==> config.mk <==
export PLATFORM = sky130hd
export DESIGN_NAME = nibble_cpu
export DESIGN_NICKNAME = d
export VERILOG_FILES = /design/src/common/cpu_pkg.sv /design/src/hdl/cpu_memory.sv /design/src/cpu/cpu_control.sv /design/src/cpu/cpu_datapath.sv /design/src/hdl/nibble_cpu.sv
export VERILOG_INCLUDE_DIRS = /design/src /design/src/common
export SDC_FILE = /design/constraint.sdc
export NUM_CORES = 2
export LEC_CHECK = 0
export BUFFER_PORTS_ARGS = -buffer_cell sky130_fd_sc_hd__buf_2
export CORE_UTILIZATION = 43
export DETAILED_ROUTE_END_ITERATION = 12
export GPL_ROUTABILITY_DRIVEN = 0
export PLACE_DENSITY_LB_ADDON = 0.15
export SYNTH_ARGS = -nofsm -noshare
export SYNTH_HDL_FRONTEND = slang
export SYNTH_SLANG_ARGS = --single-unit
==> constraint.sdc <==
create_clock -name clk -period 14.9 [get_ports clk]
set_input_delay 1.49 -clock clk [delete_from_list [all_inputs] [get_ports clk]]
set_output_delay 1.49 -clock clk [all_outputs]
set_load 0.05 [all_outputs]
==> src/common/cpu_defs.svh <==
`ifndef CPU_DEFS_SVH
`define CPU_DEFS_SVH

// Memory depth in bytes
`define CPU_MEM_SIZE    256

// Host address, bit 8 selects the start strobe
`define CPU_MAP_ADDR_W  9

// Program starts at byte 4, high nibble
`define CPU_RESET_PC    8'h08

// Stack grows down from the top byte
`define CPU_RESET_SP    8'hFF

`endif

==> src/common/cpu_pkg.sv <==
`include "cpu_defs.svh"
`default_nettype none

package cpu_pkg;

   typedef logic [7:0]                  byte_t;
   typedef logic [`CPU_MAP_ADDR_W-1:0]  map_addr_t;
   typedef logic [2:0]                  rb_sel_t;    // [2] 1 = data_out, 0 = memory

   typedef enum logic [3:0] {
      OP_ADD  = 4'h0, OP_SUB  = 4'h1, OP_MUL  = 4'h2, OP_NAND  = 4'h3,
      OP_SW01 = 4'h4, OP_SW12 = 4'h5, OP_SW23 = 4'h6, OP_BE    = 4'h7,
      OP_POPC = 4'h8, OP_PUSHC = 4'h9, OP_POP = 4'hA, OP_PUSH  = 4'hB,
      OP_LDW  = 4'hC, OP_STW  = 4'hD, OP_REF  = 4'hE, OP_HALT  = 4'hF
   } opcode_e;

   typedef enum logic [3:0] {
      IDLE, LOAD_0, LOAD_1, LOAD_2, LOAD_3, LOAD_4,
      FETCH, DECODE, EXEC_1, EXEC_2, EXEC_3
   } state_e;

   typedef enum logic [3:0] {
      DS_ZERO, DS_ONE, DS_TWO, DS_THREE,
      DS_PC_BYTE,                                     // pc as byte address
      DS_PC_INC, DS_ALU,
      DS_XOR01, DS_XOR12, DS_XOR23,
      DS_R3, DS_R2, DS_SP_INC, DS_SP_DEC,
      DS_MEM, DS_PC
   } data_sel_e;

endpackage

`default_nettype wire

==> src/hdl/cpu_memory.sv <==
`timescale 1ns/1ps
`include "cpu_defs.svh"
`default_nettype none

module cpu_memory (
   input  wire logic            clk,
   input  wire cpu_pkg::byte_t  addr,
   input  wire cpu_pkg::byte_t  data_out,
   input  wire logic            mem_we,
   input  wire logic            host_we,
   input  wire cpu_pkg::byte_t  host_addr,
   input  wire cpu_pkg::byte_t  host_wdata,
   output cpu_pkg::byte_t       mem_rdata,
   output cpu_pkg::byte_t       host_rdata
);

   cpu_pkg::byte_t mem [`CPU_MEM_SIZE];

   always_ff @(posedge clk) begin
      if (host_we) begin
         mem[host_addr] <= host_wdata;               // Host has priority
      end else if (mem_we) begin
         mem[addr] <= data_out;
      end
   end

   assign mem_rdata  = mem[addr];
   assign host_rdata = mem[host_addr];

endmodule

`default_nettype wire

==> src/cpu/cpu_control.sv <==
`timescale 1ns/1ps
`default_nettype none

module cpu_control (
   input  wire logic                clk,
   input  wire logic                nRst,
   input  wire logic                start,
   input  wire cpu_pkg::opcode_e    ir,
   input  wire logic                z,
   output cpu_pkg::data_sel_e       data_sel,
   output cpu_pkg::rb_sel_t         rb_sel,
   output logic                     rb_we,
   output logic                     pc_we,
   output logic                     sp_we,
   output logic                     ir_we,
   output logic                     ale,
   output logic                     mem_we,
   output logic                     busy
);

   cpu_pkg::state_e state;
   cpu_pkg::state_e next_state;

   always_ff @(posedge clk or negedge nRst) begin
      if (!nRst) begin
         state <= cpu_pkg::IDLE;
      end else if (start) begin
         state <= cpu_pkg::LOAD_0;                   // Soft reset from host
      end else begin
         state <= next_state;
      end
   end

   always_comb begin
      next_state = state;
      case (state)
         cpu_pkg::LOAD_0: next_state = cpu_pkg::LOAD_1;
         cpu_pkg::LOAD_1: next_state = cpu_pkg::LOAD_2;
         cpu_pkg::LOAD_2: next_state = cpu_pkg::LOAD_3;
         cpu_pkg::LOAD_3: next_state = cpu_pkg::LOAD_4;
         cpu_pkg::LOAD_4: next_state = cpu_pkg::FETCH;
         cpu_pkg::FETCH:  next_state = cpu_pkg::DECODE;
         cpu_pkg::DECODE: next_state = cpu_pkg::EXEC_1;
         cpu_pkg::EXEC_1: begin
            case (ir)
               cpu_pkg::OP_ADD, cpu_pkg::OP_SUB, cpu_pkg::OP_MUL,
               cpu_pkg::OP_NAND, cpu_pkg::OP_BE: next_state = cpu_pkg::FETCH;
               cpu_pkg::OP_HALT:                 next_state = cpu_pkg::IDLE;
               default:                          next_state = cpu_pkg::EXEC_2;
            endcase
         end
         cpu_pkg::EXEC_2: begin
            case (ir)
               cpu_pkg::OP_SW01, cpu_pkg::OP_SW12, cpu_pkg::OP_SW23,
               cpu_pkg::OP_PUSH, cpu_pkg::OP_PUSHC: next_state = cpu_pkg::EXEC_3;
               default:                             next_state = cpu_pkg::FETCH;
            endcase
         end
         cpu_pkg::EXEC_3: next_state = cpu_pkg::FETCH;
         default:         next_state = cpu_pkg::IDLE;
      endcase
   end

   always_comb begin
      data_sel = cpu_pkg::DS_ZERO;
      rb_sel   = 3'b100;
      rb_we    = 1'b0;
      pc_we    = 1'b0;
      sp_we    = 1'b0;
      ir_we    = 1'b0;
      ale      = 1'b0;
      mem_we   = 1'b0;
      case (state)
         cpu_pkg::LOAD_0: ale = 1'b1;                // Point at byte 0
         cpu_pkg::LOAD_1: begin
            data_sel = cpu_pkg::DS_ONE;
            rb_sel   = 3'b000;
            rb_we    = 1'b1;
            ale      = 1'b1;
         end
         cpu_pkg::LOAD_2: begin
            data_sel = cpu_pkg::DS_TWO;
            rb_sel   = 3'b001;
            rb_we    = 1'b1;
            ale      = 1'b1;
         end
         cpu_pkg::LOAD_3: begin
            data_sel = cpu_pkg::DS_THREE;
            rb_sel   = 3'b010;
            rb_we    = 1'b1;
            ale      = 1'b1;
         end
         cpu_pkg::LOAD_4: begin
            data_sel = cpu_pkg::DS_PC_BYTE;
            rb_sel   = 3'b011;
            rb_we    = 1'b1;
            ale      = 1'b1;
         end
         cpu_pkg::FETCH: begin
            data_sel = cpu_pkg::DS_PC_BYTE;
            ale      = 1'b1;
         end
         cpu_pkg::DECODE: begin
            data_sel = cpu_pkg::DS_PC_INC;
            ir_we    = 1'b1;
            pc_we    = 1'b1;
         end
         cpu_pkg::EXEC_1: begin
            case (ir)
               cpu_pkg::OP_ADD, cpu_pkg::OP_SUB, cpu_pkg::OP_MUL, cpu_pkg::OP_NAND: begin
                  data_sel = cpu_pkg::DS_ALU;
                  rb_we    = 1'b1;
               end
               cpu_pkg::OP_SW01: begin
                  data_sel = cpu_pkg::DS_XOR01;
                  rb_we    = 1'b1;
               end
               cpu_pkg::OP_SW12: begin
                  data_sel = cpu_pkg::DS_XOR12;
                  rb_sel   = 3'b101;
                  rb_we    = 1'b1;
               end
               cpu_pkg::OP_SW23: begin
                  data_sel = cpu_pkg::DS_XOR23;
                  rb_sel   = 3'b110;
                  rb_we    = 1'b1;
               end
               cpu_pkg::OP_BE: begin
                  data_sel = cpu_pkg::DS_R3;
                  pc_we    = z;                      // Taken only if r1 == r2
               end
               cpu_pkg::OP_POP, cpu_pkg::OP_POPC: begin
                  data_sel = cpu_pkg::DS_SP_INC;
                  sp_we    = 1'b1;
                  ale      = 1'b1;
               end
               cpu_pkg::OP_PUSH, cpu_pkg::OP_PUSHC: begin
                  data_sel = cpu_pkg::DS_SP_DEC;
                  sp_we    = 1'b1;
               end
               cpu_pkg::OP_LDW, cpu_pkg::OP_STW: begin
                  data_sel = cpu_pkg::DS_R3;
                  ale      = 1'b1;
               end
               cpu_pkg::OP_REF: ale = 1'b1;
               default: ;                            // HALT
            endcase
         end
         cpu_pkg::EXEC_2: begin
            case (ir)
               cpu_pkg::OP_SW01: begin
                  data_sel = cpu_pkg::DS_XOR01;
                  rb_sel   = 3'b101;
                  rb_we    = 1'b1;
               end
               cpu_pkg::OP_SW12: begin
                  data_sel = cpu_pkg::DS_XOR12;
                  rb_sel   = 3'b110;
                  rb_we    = 1'b1;
               end
               cpu_pkg::OP_SW23: begin
                  data_sel = cpu_pkg::DS_XOR23;
                  rb_sel   = 3'b111;
                  rb_we    = 1'b1;
               end
               cpu_pkg::OP_POP, cpu_pkg::OP_LDW: begin
                  data_sel = cpu_pkg::DS_MEM;
                  rb_sel   = 3'b010;
                  rb_we    = 1'b1;
               end
               cpu_pkg::OP_POPC: begin
                  data_sel = cpu_pkg::DS_MEM;
                  pc_we    = 1'b1;
               end
               cpu_pkg::OP_PUSH, cpu_pkg::OP_PUSHC: begin
                  data_sel = cpu_pkg::DS_SP_INC;     // Slot above the new sp
                  ale      = 1'b1;
               end
               cpu_pkg::OP_STW: begin
                  data_sel = cpu_pkg::DS_R2;
                  mem_we   = 1'b1;
               end
               cpu_pkg::OP_REF: begin
                  rb_sel   = 3'b000;
                  rb_we    = 1'b1;
               end
               default: ;
            endcase
         end
         cpu_pkg::EXEC_3: begin
            case (ir)
               cpu_pkg::OP_SW01: begin
                  data_sel = cpu_pkg::DS_XOR01;
                  rb_we    = 1'b1;
               end
               cpu_pkg::OP_SW12: begin
                  data_sel = cpu_pkg::DS_XOR12;
                  rb_sel   = 3'b101;
                  rb_we    = 1'b1;
               end
               cpu_pkg::OP_SW23: begin
                  data_sel = cpu_pkg::DS_XOR23;
                  rb_sel   = 3'b110;
                  rb_we    = 1'b1;
               end
               cpu_pkg::OP_PUSH: begin
                  data_sel = cpu_pkg::DS_R2;
                  mem_we   = 1'b1;
               end
               cpu_pkg::OP_PUSHC: begin
                  data_sel = cpu_pkg::DS_PC;         // Already the next instruction
                  mem_we   = 1'b1;
               end
               default: ;
            endcase
         end
         default: ;
      endcase
   end

   assign busy = (state != cpu_pkg::IDLE);

endmodule

`default_nettype wire

==> src/cpu/cpu_datapath.sv <==
`timescale 1ns/1ps
`include "cpu_defs.svh"
`default_nettype none

module cpu_datapath (
   input  wire logic                clk,
   input  wire logic                nRst,
   input  wire logic                start,
   input  wire cpu_pkg::data_sel_e  data_sel,
   input  wire cpu_pkg::rb_sel_t    rb_sel,
   input  wire logic                rb_we,
   input  wire logic                pc_we,
   input  wire logic                sp_we,
   input  wire logic                ir_we,
   input  wire logic                ale,
   input  wire cpu_pkg::byte_t      mem_rdata,
   output cpu_pkg::opcode_e         ir,
   output logic                     z,
   output cpu_pkg::byte_t           addr,
   output cpu_pkg::byte_t           data_out
);

   cpu_pkg::byte_t r0, r1, r2, r3;
   cpu_pkg::byte_t pc;                               // Nibble address
   cpu_pkg::byte_t sp;
   cpu_pkg::byte_t alu_res;
   cpu_pkg::byte_t rb_data;

   always_comb begin
      case (ir)
         cpu_pkg::OP_SUB:  alu_res = r1 - r2;
         cpu_pkg::OP_MUL:  alu_res = r1 * r2;        // Low byte only
         cpu_pkg::OP_NAND: alu_res = ~(r1 & r2);
         default:          alu_res = r1 + r2;
      endcase
   end

   always_comb begin
      case (data_sel)
         cpu_pkg::DS_ZERO:    data_out = 8'h00;
         cpu_pkg::DS_ONE:     data_out = 8'h01;
         cpu_pkg::DS_TWO:     data_out = 8'h02;
         cpu_pkg::DS_THREE:   data_out = 8'h03;
         cpu_pkg::DS_PC_BYTE: data_out = {1'b0, pc[7:1]};
         cpu_pkg::DS_PC_INC:  data_out = pc + 8'd1;
         cpu_pkg::DS_ALU:     data_out = alu_res;
         cpu_pkg::DS_XOR01:   data_out = r0 ^ r1;
         cpu_pkg::DS_XOR12:   data_out = r1 ^ r2;
         cpu_pkg::DS_XOR23:   data_out = r2 ^ r3;
         cpu_pkg::DS_R3:      data_out = r3;
         cpu_pkg::DS_R2:      data_out = r2;
         cpu_pkg::DS_SP_INC:  data_out = sp + 8'd1;
         cpu_pkg::DS_SP_DEC:  data_out = sp - 8'd1;
         cpu_pkg::DS_MEM:     data_out = mem_rdata;
         default:             data_out = pc;
      endcase
   end

   assign rb_data = rb_sel[2] ? data_out : mem_rdata;
   assign z       = (r1 == r2);

   always_ff @(posedge clk or negedge nRst) begin
      if (!nRst) begin
         r0   <= 8'h00;
         r1   <= 8'h00;
         r2   <= 8'h00;
         r3   <= 8'h00;
         pc   <= `CPU_RESET_PC;
         sp   <= `CPU_RESET_SP;
         ir   <= cpu_pkg::OP_ADD;
         addr <= 8'h00;
      end else if (start) begin
         r0   <= 8'h00;
         r1   <= 8'h00;
         r2   <= 8'h00;
         r3   <= 8'h00;
         pc   <= `CPU_RESET_PC;
         sp   <= `CPU_RESET_SP;
         ir   <= cpu_pkg::OP_ADD;
         addr <= 8'h00;
      end else begin
         if (pc_we) pc <= data_out;
         if (sp_we) sp <= data_out;
         if (ale)   addr <= data_out;
         if (ir_we) begin                            // Odd pc takes the low nibble
            ir <= cpu_pkg::opcode_e'(pc[0] ? mem_rdata[3:0] : mem_rdata[7:4]);
         end
         if (rb_we) begin
            case (rb_sel[1:0])
               2'd0:    r0 <= rb_data;
               2'd1:    r1 <= rb_data;
               2'd2:    r2 <= rb_data;
               default: r3 <= rb_data;
            endcase
         end
      end
   end

endmodule

`default_nettype wire

==> src/hdl/nibble_cpu.sv <==
`timescale 1ns/1ps
`include "cpu_defs.svh"
`default_nettype none

module nibble_cpu (
   input  wire logic                clk,
   input  wire logic                nRst,
   input  wire logic                mem_map_load,
   input  wire cpu_pkg::map_addr_t  mem_map_address,
   input  wire cpu_pkg::byte_t      mem_map_in,
   output cpu_pkg::byte_t           mem_map_out,
   output logic                     busy
);

   logic               start;
   logic               host_we;
   logic               map_hi;
   cpu_pkg::data_sel_e data_sel;
   cpu_pkg::rb_sel_t   rb_sel;
   logic               rb_we;
   logic               pc_we;
   logic               sp_we;
   logic               ir_we;
   logic               ale;
   logic               mem_we;
   cpu_pkg::opcode_e   ir;
   logic               z;
   cpu_pkg::byte_t     addr;
   cpu_pkg::byte_t     data_out;
   cpu_pkg::byte_t     mem_rdata;
   cpu_pkg::byte_t     host_rdata;

   assign map_hi      = mem_map_address[`CPU_MAP_ADDR_W-1];
   assign start       = mem_map_load & map_hi;       // Write above memory starts the core
   assign host_we     = mem_map_load & ~map_hi;
   assign mem_map_out = map_hi ? 8'h00 : host_rdata;

   cpu_control i_cpu_control (
      .clk      (clk),
      .nRst     (nRst),
      .start    (start),
      .ir       (ir),
      .z        (z),
      .data_sel (data_sel),
      .rb_sel   (rb_sel),
      .rb_we    (rb_we),
      .pc_we    (pc_we),
      .sp_we    (sp_we),
      .ir_we    (ir_we),
      .ale      (ale),
      .mem_we   (mem_we),
      .busy     (busy)
   );

   cpu_datapath i_cpu_datapath (
      .clk       (clk),
      .nRst      (nRst),
      .start     (start),
      .data_sel  (data_sel),
      .rb_sel    (rb_sel),
      .rb_we     (rb_we),
      .pc_we     (pc_we),
      .sp_we     (sp_we),
      .ir_we     (ir_we),
      .ale       (ale),
      .mem_rdata (mem_rdata),
      .ir        (ir),
      .z         (z),
      .addr      (addr),
      .data_out  (data_out)
   );

   cpu_memory i_cpu_memory (
      .clk        (clk),
      .addr       (addr),
      .data_out   (data_out),
      .mem_we     (mem_we),
      .host_we    (host_we),
      .host_addr  (mem_map_address[7:0]),
      .host_wdata (mem_map_in),
      .mem_rdata  (mem_rdata),
      .host_rdata (host_rdata)
   );

endmodule

`default_nettype wire

==> out/qor.csv <==
stage,metric,value,unit
status,status,"complete, no violations",
clock_network,CTS tree,built,
routing,vias per cell,6.76,
die,top-level port count,29,
critical_path,CP Max Fanout,41,
routing,drt pass-1 iters,5,
clock_network,"Clk Latency, worst-skew pair",0.89,ns
power_and_ir_drop,Combinational Power Share,27.3,%
timing,crit share post-route,56.8,%
timing,RSZ-0062 raised after global routing,false,
timing,Tmin final,8.46,ns
timing,# setup viols final,0,
critical_path,max incr delay on CP,1.08,ns
synth,Synthesis Warnings,0,
routing,DRT iter0 DRCs,7715,
critical_path,WP buf/inv,4,
die,Initial Util,43.4,%
routing,wire length per cell,38.3,microns
clock_network,"CTS clk-pin slew, worst paths",0.06,ns
die,die area,240000,sq um
synth,Main synth FF type,edfxtp_1,
synth,Netlist cell types,101,
synth,Area contributors post-synth,"edfxtp_1 (60%), mux4_2 (25%), dfrtp_1 (1.3%), nor2_1 (1.3%), mux2i_1 (1.2%)",
clock_network,# clock sinks,2112,
timing,Peak Freq,118,MHz
clock_network,root buf cell,clkbuf_16,
clock_network,post-CTS resize count,0,
timing,"Hold Vio Cnt, Final",0,
placed_design,DP Worst Slack,6.38,ns
critical_path,Critical Path RT,13.41,ns
clock_network,post-CTS setup buffer count,0,
grt,first-pass GRT wire length,470000,microns
synth,number of flops mapped to enable cells by yosys,2048,
synth,area share of the largest cell type after synthesis,60.1,%
finish,Final nets,5487,
routing,Vias,59200,
timing,Slew HR,10.7,%
power_and_ir_drop,Sw Ratio,32.6,%
synth,"Async S/R FF share, synth",3.03,%
power_and_ir_drop,clock power share,32.6,%
placed_design,HPWL after DPL,211000,microns
grt,antenna violations before repair,19,
timing,final setup margin,6.44,ns
die,core area,236000,sq um
power_and_ir_drop,P_sw,5.52,mW
grt,number of global-route vias before repair,58900,
clock_network,Clock Tree Buf Depth,3,
hold_path,Hold Crit Class,flop to flop,
power_and_ir_drop,Power Total,16.9,mW
timing,Slew @ Worst Pin,1.33,ns
routing,Routed Antenna Nets,0,
grt,Tot GR Track Use,28.2,%
finish,share of cells above drive strength 1,31.8,%
power_and_ir_drop,PD cells,150,nW/um^2
die,row count,178,
timing,Pins Over Slew Limit,0,
synth,Synth Instances,5410,
finish,Syn-to-layout area delta,10.5,%
timing,setup tns final,0,ns
critical_path,Worst EP arrival,6.97,ns
synth,post-synth top area cell,edfxtp_1,
finish,fin area,113000,sq um
timing,Setup Skew,0.0530,ns
flow_run,Max-Cap Viols,0,
routing,Total Wirelength,336000,microns
grt,grt total ovfl,0,
placed_design,Area after DPL,106000,sq um
grt,largest net degree at the start of global routing,217,
critical_path,Crit path max-delay family,buffers and inverters,
synth,synthesized flop and latch total,2112,
synth,post-synthesis sequential area ratio,61.7,%
power_and_ir_drop,Worst IR Drop VDD,0.000203,V
critical_path,slowest library cell on the worst path,a211oi_1,
power_and_ir_drop,Int Pwr,11.4,mW
power_and_ir_drop,sequential fraction of design power,40.1,%
synth,syn avg cell area,18.9,sq um
routing,Remaining DRCs,0,
die,die height,490,microns
placed_design,I/O Buffers,28,
critical_path,crit path cell chain,buf_8 > buf_4 > buf_4 > mux4_2 > mux4_2 > mux4_2 > nor2b_1 > a211oi_1 > a211oi_1 > buf_2,
timing,WHS,0.516,ns
finish,Filler cells,19500,
synth,syn_nets,5483,
critical_path,Crit Path Class,input pin to primary output,
clock_network,total CTS buffers,222,
clock_network,cts hold-fix bufs,0,
power_and_ir_drop,Lkg Pwr,34.7,nW
clock_network,H-tree Lvls,4,
critical_path,crit path launch type,input pin,
critical_path,Crit path top cell by count,mux4_2,
critical_path,CP Capture Type,primary output,
synth,Netlist Area Pre-Place,102000,sq um
die,Die X,490,microns
[path summary, 6_finish.rpt]
kind                       slack (ns)  cells after the start                            endpoint                               start
max                              6.44                     10                      mem_map_out[5]                  mem_map_address[0]
min                              0.52                      2    i_cpu_datapath.sp[6]$_DFFE_PN1P_    i_cpu_datapath.sp[6]$_DFFE_PN1P_
min in group asynchronous        0.81                      2    i_cpu_control.state[2]$_DFF_PN0_                                nRst
max reg2reg                      6.64                     14  i_cpu_memory.mem[176][4]$_DFFE_PP_  i_cpu_datapath.addr[3]$_DFFE_PN0P_
min reg2reg                      0.52                      2    i_cpu_datapath.sp[6]$_DFFE_PN1P_    i_cpu_datapath.sp[6]$_DFFE_PN1P_
max in group asynchronous       13.43                      2  i_cpu_datapath.addr[3]$_DFFE_PN0P_                                nRst
[metal layers]
layer	wire length, microns	track usage [%]	up-vias	part of all wire, %
li1	-	-	23200	-
met1	134000	39.6	32200	40
met2	156000	43.3	3210	46
met3	33000	6.59	556	9.8
met4	13100	10.1	20	3.9
met5	132	0	-	0.039
[power by group through the flow]
stage / clock (mW) / sequential (mW) / combinational, mW
final: 5.52 / 6.78 / 4.61
after global routing: 5.79 / 6.79 / 4.79
after CTS: 5.57 / 6.78 / 4.55
after detailed placement: 0 / 6.90 / 4.53
after global placement: 0 / 6.90 / 4.53
after floorplan: 0 / 6.78 / 3.06
[layout by cell type, fill, tap and decap left out, drive strengths merged, types with 10 or more instances in the layout]
cell	instances
xnor2	30
nand3	40
buf	224
and2	28
a221oi	47
fa	15
a211oi	30
nand2b	26
nor2	360
inv	50
clkbuf	276
o211ai	15
mux2i	125
xor2	12
mux2	17
clkinv	104
and3	14
o22ai	28
nand4	10
mux4	1153
or2	11
nand2	152
o21ai	109
nor4	19
a22oi	111
bufinv	20
nor3	35
a21oi	147
a22o	26
nor2b	28
a31oi	39
ha	38
edfxtp	2048
dfrtp	55
[through the flow]
step | cells | utilization (%)
after floorplan | 5410 | -
after global placement | 8339 | 44.9
after detailed placement | 8340 | 44.9
after CTS | 8753 | 47.9
after global routing | 8755 | 47.9
final | 8758 | 47.9
[tightest hold or removal path, delay by kind of cell (launching register included)]
family	cells	cell delay, ns
compound gates	1	0.05
flops	1	0.37
simple gates	1	0.10
[final cells by class]
| type | instances | area (sq um) | area share [%] |
|---|---|---|---|
| Sequential cell | 2112 | 63100 | 55.8 |
| Multi-Input combinational cell | 2811 | 36900 | 32.6 |
| Clock buffer | 275 | 5790 | 5.12 |
| Tap cell | 3150 | 3940 | 3.49 |
| Timing Repair Buffer | 225 | 1780 | 1.58 |
| Clock inverter | 138 | 1340 | 1.18 |
| Inverter | 42 | 160 | 0.142 |
| Antenna cell | 5 | 12.5 | 0.0111 |
[synthesized netlist by cell type (15+ instances only)]
master,instances
mux2_2,17
nor2b_1,28
mux2i_1,125
o22ai_1,28
a31oi_1,39
buf_1,46
mux4_2,1138
buf_4,25
nor2_1,358
mux4_1,15
inv_1,40
edfxtp_1,2048
fa_1,15
nand2_1,152
nand2b_1,26
a211oi_1,30
and2_1,25
a21oi_1,146
buf_2,109
a221oi_1,46
xnor2_1,30
ha_1,38
o21ai_0,95
nand3_1,38
a22oi_1,111
dfrtp_1,55
a22o_1,26
nor3_1,33
buf_6,31
clkbuf_1,215
nor4_1,18
[registers in the layout, summed over array words and instances (netlist names), 8 cells and up]
signal / flops
i_cpu_datapath.r0: 8
i_cpu_datapath.sp: 8
i_cpu_datapath.pc: 8
i_cpu_datapath.r3: 8
i_cpu_datapath.addr: 8
i_cpu_memory.mem: 2048
i_cpu_datapath.r1: 8
i_cpu_datapath.r2: 8
[cells by family after synthesis]
group / Yosys count / synth area share (%)
AO/OA/AOI/OAI: 667 / 4.47
multiplexers: 1295 / 26.9
buffers and inverters: 487 / 2.46
adder cells (fa/ha/maj): 53 / 0.759
AND/OR/NAND/NOR: 752 / 3.34
XOR/XNOR: 44 / 0.404
flip-flops: 2112 / 61.7
No activity file was read; power rests on OpenSTA's default activity.
